[config.mk]
export PLATFORM = sky130hd
export DESIGN_NAME = plateau_detector_top
export DESIGN_NICKNAME = d
export VERILOG_FILES = /design/src/hw/plateau_pkg.sv /design/src/hw/metric_averager.sv /design/src/hw/sample_delay_line.sv /design/src/hw/preamble_peak_tracker.sv /design/src/hw/plateau_detector_top.sv
export SDC_FILE = /design/constraint.sdc
export NUM_CORES = 2
export LEC_CHECK = 0
export BUFFER_PORTS_ARGS = -buffer_cell sky130_fd_sc_hd__buf_4
export CORE_MARGIN = 4
export CORE_UTILIZATION = 30
export CTS_CLUSTER_SIZE = 20
export DETAILED_ROUTE_END_ITERATION = 12
export HOLD_SLACK_MARGIN = 0.08
export SYNTH_ARGS = -nofsm -noshare
export SYNTH_HDL_FRONTEND = slang
export SYNTH_MEMORY_MAX_BITS = 65536
export SYNTH_SLANG_ARGS = --single-unit
[constraint.sdc]
create_clock -name clk -period 8.3 [get_ports clk]
set_input_delay 2.075 -clock clk [delete_from_list [all_inputs] [get_ports clk]]
set_output_delay 2.075 -clock clk [all_outputs]
set_load 0.02 [all_outputs]
[src/hw/plateau_pkg.sv]
/*
 * Plateau detector shared definitions
 * Stream widths, window and delay lengths, settings address and tracker states
 */
package plateau_pkg;

  localparam int METRIC_W     = 16;
  // I in the upper half, Q in the lower half
  localparam int SAMPLE_W     = 32;
  localparam int AVG_LEN      = 8;
  localparam int AVG_SHIFT    = 3;
  localparam int SAMPLE_DELAY = 128;
  localparam int PREAMBLE_LEN = 48;
  // Preamble start sits this many items ahead of the first averaged peak
  localparam int PLATEAU_LAG  = 16;
  localparam int OFFSET_W     = 8;

  localparam logic [7:0]  SR_THRESHOLD      = 8'd5;
  localparam logic [15:0] DEFAULT_THRESHOLD = 16'd1000;

  typedef logic [METRIC_W-1:0] metric_t;
  typedef logic [SAMPLE_W-1:0] sample_t;
  typedef logic [OFFSET_W-1:0] offset_t;

  typedef enum logic [2:0] {
    S_WAIT_EXCEED,
    S_FIND_FIRST,
    S_WAIT_EXCEED2,
    S_FIND_SECOND,
    S_ALIGN,
    S_WAIT_BELOW
  } tracker_state_t;

endpackage

[src/hw/metric_averager.sv]
/*
 * Metric averager
 * Moving average of the D metric over the plateau window, sample carried alongside
 */
`timescale 1ns/1ps

module metric_averager import plateau_pkg::*; (
  input  logic    clk,
  input  logic    reset,
  input  sample_t i_sample,
  input  metric_t i_metric,
  input  logic    i_valid,
  output logic    o_ready,
  output sample_t o_sample,
  output metric_t o_metric,
  output logic    o_valid,
  input  logic    i_ready
);

  metric_t                       hist [AVG_LEN];
  logic [AVG_SHIFT-1:0]          hist_ptr;
  logic [METRIC_W+AVG_SHIFT-1:0] run_sum;
  logic [METRIC_W+AVG_SHIFT-1:0] sum_next;
  logic                          accept;

  // Output register empty or being drained this cycle
  assign o_ready = !o_valid || i_ready;
  assign accept  = i_valid && o_ready;

  // Newest value in, oldest value out
  always_comb begin
    sum_next = run_sum + {{AVG_SHIFT{1'b0}}, i_metric} - {{AVG_SHIFT{1'b0}}, hist[hist_ptr]};
  end

  // History starts at zero so early averages count missing terms as zero
  always_ff @(posedge clk) begin
    if (reset) begin
      for (int i = 0; i < AVG_LEN; i++) begin
        hist[i] <= '0;
      end
      hist_ptr <= '0;
      run_sum  <= '0;
    end else if (accept) begin
      hist[hist_ptr] <= i_metric;
      hist_ptr       <= hist_ptr + 1'b1;
      run_sum        <= sum_next;
    end
  end

  always_ff @(posedge clk) begin
    if (reset) begin
      o_valid <= 1'b0;
    end else if (accept) begin
      o_valid <= 1'b1;
    end else if (i_ready) begin
      o_valid <= 1'b0;
    end
  end

  // Divide by the window length
  always_ff @(posedge clk) begin
    if (accept) begin
      o_sample <= i_sample;
      o_metric <= sum_next[METRIC_W+AVG_SHIFT-1:AVG_SHIFT];
    end
  end

  // Upstream holds its item until it is taken
  a_input_stable : assert property (
    @(posedge clk) disable iff (reset)
    i_valid && !o_ready |=> i_valid && $stable(i_sample) && $stable(i_metric)
  ) else $error("Input changed while stalled");

endmodule

[src/hw/sample_delay_line.sv]
/*
 * Sample delay line
 * Delays samples by a fixed item count and pairs them with the current average
 */
`timescale 1ns/1ps

module sample_delay_line import plateau_pkg::*; (
  input  logic    clk,
  input  logic    reset,
  input  sample_t i_sample,
  input  metric_t i_metric,
  input  logic    i_valid,
  output logic    o_ready,
  output sample_t o_sample,
  output metric_t o_metric,
  output logic    o_valid,
  input  logic    i_ready
);

  sample_t                         ram [SAMPLE_DELAY];
  logic [$clog2(SAMPLE_DELAY)-1:0] wr_ptr;
  logic [$clog2(SAMPLE_DELAY):0]   fill_cnt;
  logic                            filled;
  logic                            accept;

  assign o_ready = !o_valid || i_ready;
  assign accept  = i_valid && o_ready;
  assign filled  = (fill_cnt == SAMPLE_DELAY);

  always_ff @(posedge clk) begin
    if (reset) begin
      wr_ptr   <= '0;
      fill_cnt <= '0;
    end else if (accept) begin
      if (wr_ptr == SAMPLE_DELAY - 1) begin
        wr_ptr <= '0;
      end else begin
        wr_ptr <= wr_ptr + 1'b1;
      end
      // Saturates once the RAM holds a full delay of samples
      if (!filled) begin
        fill_cnt <= fill_cnt + 1'b1;
      end
    end
  end

  // Read-before-write on the same address gives the item from SAMPLE_DELAY ago
  always_ff @(posedge clk) begin
    if (accept) begin
      ram[wr_ptr] <= i_sample;
      o_sample    <= filled ? ram[wr_ptr] : '0;
      o_metric    <= i_metric;
    end
  end

  always_ff @(posedge clk) begin
    if (reset) begin
      o_valid <= 1'b0;
    end else if (accept) begin
      o_valid <= 1'b1;
    end else if (i_ready) begin
      o_valid <= 1'b0;
    end
  end

  // Until the first wrap the write pointer follows the fill count
  a_ptr_in_step : assert property (
    @(posedge clk) disable iff (reset)
    !filled |-> wr_ptr == fill_cnt[$clog2(SAMPLE_DELAY)-1:0]
  ) else $error("Delay line pointer out of step with fill count");

endmodule

[src/hw/preamble_peak_tracker.sv]
/*
 * Preamble peak tracker
 * Two-plateau peak search on the averaged metric, marks the item before the preamble
 */
`timescale 1ns/1ps

module preamble_peak_tracker import plateau_pkg::*; (
  input  logic        clk,
  input  logic        reset,
  input  logic        i_set_stb,
  input  logic [7:0]  i_set_addr,
  input  logic [31:0] i_set_data,
  input  sample_t     i_sample,
  input  metric_t     i_metric,
  input  logic        i_valid,
  output logic        o_ready,
  output sample_t     o_sample,
  output logic        o_last,
  output logic        o_valid,
  input  logic        i_ready
);

  metric_t        threshold;
  tracker_state_t state;
  metric_t        max_metric;
  metric_t        max_87_5;
  offset_t        peak_offset;
  offset_t        align_cnt;
  logic           accept;
  logic           exceeded;
  logic           dropped;
  logic           last_hit;
  logic           last_sent;

  assign o_ready = !o_valid || i_ready;
  assign accept  = i_valid && o_ready;

  assign max_87_5 = max_metric - (max_metric >> 3);
  assign exceeded = i_metric > threshold;
  assign dropped  = i_metric < max_87_5;
  assign last_hit = (state == S_ALIGN) && (align_cnt == '0);

  always_ff @(posedge clk) begin
    if (reset) begin
      threshold <= DEFAULT_THRESHOLD;
    end else if (i_set_stb && i_set_addr == SR_THRESHOLD) begin
      threshold <= i_set_data[METRIC_W-1:0];
    end
  end

  // peak_offset holds the item distance from the first peak to the current item
  always_ff @(posedge clk) begin
    if (reset) begin
      state       <= S_WAIT_EXCEED;
      max_metric  <= '0;
      peak_offset <= '0;
      align_cnt   <= '0;
    end else if (accept) begin
      case (state)
        S_WAIT_EXCEED: begin
          peak_offset <= '0;
          if (exceeded) begin
            max_metric  <= i_metric;
            peak_offset <= offset_t'(1);
            state       <= S_FIND_FIRST;
          end
        end

        S_FIND_FIRST: begin
          if (i_metric > max_metric) begin
            max_metric  <= i_metric;
            peak_offset <= offset_t'(1);
          end else begin
            peak_offset <= peak_offset + 1'b1;
            if (dropped) begin
              state <= S_WAIT_EXCEED2;
            end else if (peak_offset > PREAMBLE_LEN / 2) begin
              // Flat for too long, a tone rather than a preamble
              state <= S_WAIT_BELOW;
            end
          end
        end

        S_WAIT_EXCEED2: begin
          peak_offset <= peak_offset + 1'b1;
          if (peak_offset > PREAMBLE_LEN) begin
            state <= S_WAIT_BELOW;
          end else if (exceeded) begin
            max_metric <= i_metric;
            state      <= S_FIND_SECOND;
          end
        end

        S_FIND_SECOND: begin
          peak_offset <= peak_offset + 1'b1;
          if (i_metric > max_metric) begin
            max_metric <= i_metric;
          end
          if (peak_offset > 2 * PREAMBLE_LEN) begin
            state <= S_WAIT_BELOW;
          end else if (dropped) begin
            // Items left until first peak + SAMPLE_DELAY - PLATEAU_LAG - 1
            align_cnt <= offset_t'(SAMPLE_DELAY - PLATEAU_LAG - 2) - peak_offset;
            state     <= S_ALIGN;
          end
        end

        S_ALIGN: begin
          if (last_hit) begin
            state <= S_WAIT_BELOW;
          end else begin
            align_cnt <= align_cnt - 1'b1;
          end
        end

        S_WAIT_BELOW: begin
          if (!exceeded) begin
            state <= S_WAIT_EXCEED;
          end
        end

        default: state <= S_WAIT_EXCEED;
      endcase
    end
  end

  always_ff @(posedge clk) begin
    if (reset) begin
      o_valid <= 1'b0;
      o_last  <= 1'b0;
    end else if (accept) begin
      o_valid <= 1'b1;
      o_last  <= last_hit;
    end else if (i_ready) begin
      o_valid <= 1'b0;
      o_last  <= 1'b0;
    end
  end

  always_ff @(posedge clk) begin
    if (accept) begin
      o_sample <= i_sample;
    end
  end

  // Remembers whether the previous output transfer carried o_last
  always_ff @(posedge clk) begin
    if (reset) begin
      last_sent <= 1'b0;
    end else if (o_valid && i_ready) begin
      last_sent <= o_last;
    end
  end

  // The marked item leaves only after the search has moved on
  a_last_valid : assert property (
    @(posedge clk) disable iff (reset)
    o_last |-> o_valid && state == S_WAIT_BELOW
  ) else $error("o_last without o_valid or outside S_WAIT_BELOW");

  a_last_single : assert property (
    @(posedge clk) disable iff (reset)
    o_valid && i_ready |-> !(o_last && last_sent)
  ) else $error("o_last on two consecutive transfers");

endmodule

[src/hw/plateau_detector_top.sv]
/*
 * OFDM preamble plateau detector
 * Averager, sample delay line and peak tracker in series
 */
`timescale 1ns/1ps

module plateau_detector_top import plateau_pkg::*; (
  input  logic        clk,
  input  logic        reset,
  input  logic        i_set_stb,
  input  logic [7:0]  i_set_addr,
  input  logic [31:0] i_set_data,
  input  sample_t     i_sample,
  input  metric_t     i_metric,
  input  logic        i_valid,
  output logic        o_ready,
  output sample_t     o_sample,
  output logic        o_last,
  output logic        o_valid,
  input  logic        i_ready
);

  sample_t avg_sample;
  metric_t avg_metric;
  logic    avg_valid;
  logic    avg_ready;
  sample_t dly_sample;
  metric_t dly_metric;
  logic    dly_valid;
  logic    dly_ready;

  metric_averager metric_averager_i (
    .clk(clk), .reset(reset),
    .i_sample(i_sample), .i_metric(i_metric), .i_valid(i_valid), .o_ready(o_ready),
    .o_sample(avg_sample), .o_metric(avg_metric), .o_valid(avg_valid), .i_ready(avg_ready)
  );

  sample_delay_line sample_delay_line_i (
    .clk(clk), .reset(reset),
    .i_sample(avg_sample), .i_metric(avg_metric), .i_valid(avg_valid), .o_ready(avg_ready),
    .o_sample(dly_sample), .o_metric(dly_metric), .o_valid(dly_valid), .i_ready(dly_ready)
  );

  preamble_peak_tracker preamble_peak_tracker_i (
    .clk(clk), .reset(reset),
    .i_set_stb(i_set_stb), .i_set_addr(i_set_addr), .i_set_data(i_set_data),
    .i_sample(dly_sample), .i_metric(dly_metric), .i_valid(dly_valid), .o_ready(dly_ready),
    .o_sample(o_sample), .o_last(o_last), .o_valid(o_valid), .i_ready(i_ready)
  );

endmodule

==> results.txt <==
- Across every metal layer, demand over resource in global routing totals 19.1%.
* Top-level port count: 128
- Ordered list of cells on the worst path: nand2b_2, nor2_4, buf_12, a22o_1, a221oi_1, a31oi_1, buf_4, nor4_1, nand4_1, a21oi_1, a21oi_1
* Synthesis warning total: 0
* Kind of start point of the critical path: register
- Worst hold margin: 0.408 ns
- The via count of the first global-routing pass was 92,700.
- Overall Power: 47.6 mW
- Hold path start: sample_delay_line_i.o_sample[4]$_SDFFCE_PP0P_
* Post-Synthesis Net Count: 9,778
- For this configuration, the core starts out at a cell density of 30.1%.
- After global routing the overflow that remains totals 0.
- The initialized floorplan defines 275 standard-cell rows.
- Combinational share of power: 6.2%
* Largest stage delay, worst path: 1.19 ns
* Final WL: 572 mm
- Remaining antenna violation count: 0
- Seq/Total Area, Yosys: 78.7%
* Most common library cells after synthesis: 4,352 x sky130_fd_sc_hd__edfxtp_1, 812 x sky130_fd_sc_hd__a22oi_1, 437 x sky130_fd_sc_hd__a221oi_1, 409 x sky130_fd_sc_hd__nor2_1, 305 x sky130_fd_sc_hd__a21oi_1
* Register cell area after layout: 0.133 mm2
- Die boundary width: 758 um
- In this run switching power makes up 22.7% of total power.
- The clock passes through at most 4 buffers.
- At the later pin of the worst-skew pair, clock insertion delay measures 1.00 ns.
- Worst slew pin tran: 1.68 ns
- DRC violation total after the first TritonRoute iteration: 16,800
* Worst slack, placed: 2.04 ns
- The final number of hold-violating endpoints is 0.
* Violated checks: capacitance limit, slew limit
* Accumulated negative setup slack: 0 ns
* Vertical extent of the die: 758 um
- After layout, the worst path uses 74.9% of the clock period.
- First-pass detailed-route iteration total: 9
- Layout net count: 10,100
* Fill cell total of the finished layout: 52,400
- Max_slew headroom: -12.7%
* Finished Core Util: 34.8%
- Clock skew: 0.0884 ns
* Initial antenna violation count: 64
* Relative contribution of the clock network to total power: 41.0%
* Power density over cell area: 244 mW/mm2
* Number of post-CTS setup repair buffers: 0
- H-tree depth: 5
- Status: complete, but fails checks
* Yosys cell types: 89
* Kind of capture point of the worst setup path: register
- After layout, the minimum clock period comes to 6.22 ns.
- Buffers inserted to repair hold after CTS numbered 0.
* Share of flip-flops with an asynchronous set or reset: 0%
- Net switching power figure: 10.8 mW
- Setup repair after global routing left no endpoint under its margin.
- Max Cap Violations: 3
- Worst supply voltage drop on vdd: 0.201 mV
- Achievable clock frequency: 161 MHz
- Clock root buffer master: sky130_fd_sc_hd__clkbuf_16
- Leading register cell type out of synthesis: sky130_fd_sc_hd__edfxtp_1
- The post-route netlist has 16.1% of its cells at a drive strength greater than 1.
- Arr. time, crit path: 6.90 ns
- Routed via count: 100,000
- Slack of the critical path: 2.08 ns
- Routed wire per std cell: 32.1 um
- Static Leakage: 59.0 nW
- Maximum number of pins on one net before global-route repair: 129
- CTS-repair resized insts: 0
- Cell internal power was estimated by the tool at 36.8 mW.
- After synthesis, the largest area contributor takes up 77.5% of total cell area.
- The number of max-slew violations in the final report was 5.
- The core region is 0.561 mm2.
- Worst Hold Class: register to register
- Worst path slowest cell: sky130_fd_sc_hd__nor4_1
- Post-synth EDFFs: 4,352
- Most repeated cell in the gate-level netlist after synthesis: sky130_fd_sc_hd__edfxtp_1
- Top fanout value on the critical path: 40
* Seq cells post-synth: 4,447
- Cell types occupying the most area after synthesis: sky130_fd_sc_hd__edfxtp_1 78%, sky130_fd_sc_hd__a22oi_1 3.6%, sky130_fd_sc_hd__a221oi_1 2.3%
- Largest area contributor in the synthesized netlist: sky130_fd_sc_hd__edfxtp_1
- After detailed routing, the number of vias per cell comes to 5.64.
* Share of power burned in registers: 52.8%
- After clock tree synthesis, the clock-pin slew on the worst setup and hold paths is 0.06 ns.
- During placement, the flow inserted port buffers numbering 111.
- Crit Path Category: register to register
* Area enclosed by the die boundary: 0.574 mm2
* Area of the multi-input gates: 0.0337 mm2
- Relative to the synthesized area, the layout overhead comes to 15.6%.
- Post-synthesis cell count: 9,582
- Dividing the synthesized area by the synthesized cell count gives 17.6 um2.
- Detailed placement finished with a half-perimeter wire length of 326 mm.
- Num Clock Sinks: 4,447
- TritonCTS buffer count: 441
- Wire length of the first global-routing pass: 778 mm
- The congestion estimate from routability-driven global placement came to 0.940.
* DRC errors left: 0
- Critical Path Start: sample_delay_line_i.wr_ptr[0]$_SDFFE_PP0P_
- Data on the critical path is required at its endpoint by 8.99 ns.
- In this run the critical register-to-register path is launched from sample_delay_line_i.wr_ptr[0]$_SDFFE_PP0P_.
* TritonCTS clock tree: built
- Counting stages on the worst path, the most repeated cell is sky130_fd_sc_hd__a21oi_1.
- Setup violations remaining at the end of the flow were counted as 0.
* Cell area after technology mapping: 0.169 mm2
kinds of logic (layout without fill, tap and decap cells):
| kind of cell | count (synthesis) | in the layout | synth area share, % |
|---|---|---|---|
| buf+inv | 772 | 1479 | 2.05 |
| compound gates | 2547 | 2547 | 11.2 |
| mux | 533 | 533 | 3.93 |
| xor+xnor | 48 | 48 | 0.249 |
| fa+ha+maj | 103 | 103 | 0.840 |
| flops | 4447 | 4447 | 78.7 |
| simple gates | 1132 | 1132 | 3.10 |
| other cells | 0 | 27 | 0 |
area by class of cell:
class / count / area share [%]
inverter: 135 / 0.267
clock inverter: 253 / 1.24
antenna: 27 / 0.0347
clock buffer: 552 / 5.92
sequential: 4447 / 68.1
multi-input combinational: 4363 / 17.3
timing repair buffer: 539 / 2.39
tap: 7479 / 4.80
layer usage:
metal | up-vias | share of wire, % | GRT usage, %
met4 | 52 | 5.2 | 8.36
met1 | 52000 | 38 | 26.0
li1 | 40400 | - | -
met2 | 6851 | 44 | 28.7
met3 | 1099 | 13 | 5.08
met5 | - | 0.058 | 0
state kept, by name (all words and copies together), names as in the netlist, named ones only:
name                                 flops
sample_delay_line_i.o_metric            16
preamble_peak_tracker_i.align_cnt        8
metric_averager_i.o_valid                1
preamble_peak_tracker_i.threshold       16
metric_averager_i.o_metric              16
sample_delay_line_i.o_valid              1
preamble_peak_tracker_i.peak_offset      8
preamble_peak_tracker_i.o_last           1
sample_delay_line_i.wr_ptr               7
metric_averager_i.hist_ptr               3
preamble_peak_tracker_i.o_valid          1
metric_averager_i.hist                 128
sample_delay_line_i.ram               4096
preamble_peak_tracker_i.state            3
preamble_peak_tracker_i.o_sample        32
metric_averager_i.o_sample              32
metric_averager_i.run_sum               19
sample_delay_line_i.fill_cnt             8
preamble_peak_tracker_i.max_metric      16
sample_delay_line_i.o_sample            32
critical path: cells and delay by family, from the launching register on:
kind                   cells  cell delay [ns]
buffers and inverters      2             0.53
DFF                        1             0.65
AOI/OAI and AO/OA          5             1.53
and+or+nand+nor            4             3.12
through the flow:
step                cell area (um2)  cells
floorplan                    169000   9582
global placement             181000  17000
detailed placement           181000  17000
CTS                          195000  17800
global route                 195000  17800
finish                       195000  17800
placed cells by master, fill, tap and decap left out, types with 18 or more instances in the layout:
cell and count:
sky130_fd_sc_hd__buf_12 48, sky130_fd_sc_hd__clkbuf_16 444, sky130_fd_sc_hd__diode_2 27, sky130_fd_sc_hd__nor2_4 140
sky130_fd_sc_hd__a41oi_1 50, sky130_fd_sc_hd__a21oi_1 304, sky130_fd_sc_hd__a221o_1 34, sky130_fd_sc_hd__bufinv_16 35
sky130_fd_sc_hd__mux2i_1 237, sky130_fd_sc_hd__a31oi_1 184, sky130_fd_sc_hd__nor3_1 125, sky130_fd_sc_hd__a222oi_1 51
sky130_fd_sc_hd__xnor2_1 29, sky130_fd_sc_hd__nand2_2 18, sky130_fd_sc_hd__xor2_1 19, sky130_fd_sc_hd__a211oi_1 22
sky130_fd_sc_hd__nand2_1 258, sky130_fd_sc_hd__a221oi_1 437, sky130_fd_sc_hd__nand4_1 84, sky130_fd_sc_hd__o221ai_1 23
sky130_fd_sc_hd__edfxtp_1 4352, sky130_fd_sc_hd__buf_4 491, sky130_fd_sc_hd__clkinv_1 117, sky130_fd_sc_hd__clkinv_2 74
sky130_fd_sc_hd__clkbuf_1 107, sky130_fd_sc_hd__o22ai_1 35, sky130_fd_sc_hd__a22o_1 199, sky130_fd_sc_hd__nor2_1 271
sky130_fd_sc_hd__o21ai_0 216, sky130_fd_sc_hd__o211ai_1 44, sky130_fd_sc_hd__dfxtp_1 88, sky130_fd_sc_hd__mux2_2 214
sky130_fd_sc_hd__a22oi_1 812, sky130_fd_sc_hd__mux4_2 82, sky130_fd_sc_hd__nor4_1 74, sky130_fd_sc_hd__nand3_1 49
sky130_fd_sc_hd__ha_1 86, sky130_fd_sc_hd__inv_1 111
power by group through the flow:
| stage | registers [mW] | clock network, mW | logic [mW] |
|---|---|---|---|
| 2_1_floorplan | 25.8 | 0 | 1.45 |
| 3_3_place_gp | 25.6 | 0 | 2.87 |
| 3_5_place_dp | 25.6 | 0 | 2.89 |
| 4_1_cts | 25.2 | 19.7 | 2.91 |
| 5_1_grt | 25.2 | 20.6 | 3.15 |
| 6_report | 25.2 | 19.5 | 2.94 |
path summary, 6_finish.rpt:
path                                                          to  slack (ns)  cells after the start
setup / recovery  sample_delay_line_i.o_sample[14]$_SDFFCE_PP0P_        2.08                     11
hold / removal     preamble_peak_tracker_i.o_sample[4]$_DFFE_PP_        0.41                      0
setup reg to reg  sample_delay_line_i.o_sample[14]$_SDFFCE_PP0P_        2.08                     11
hold reg to reg    preamble_peak_tracker_i.o_sample[4]$_DFFE_PP_        0.41                      0
(Power assumes the default switching activity.)
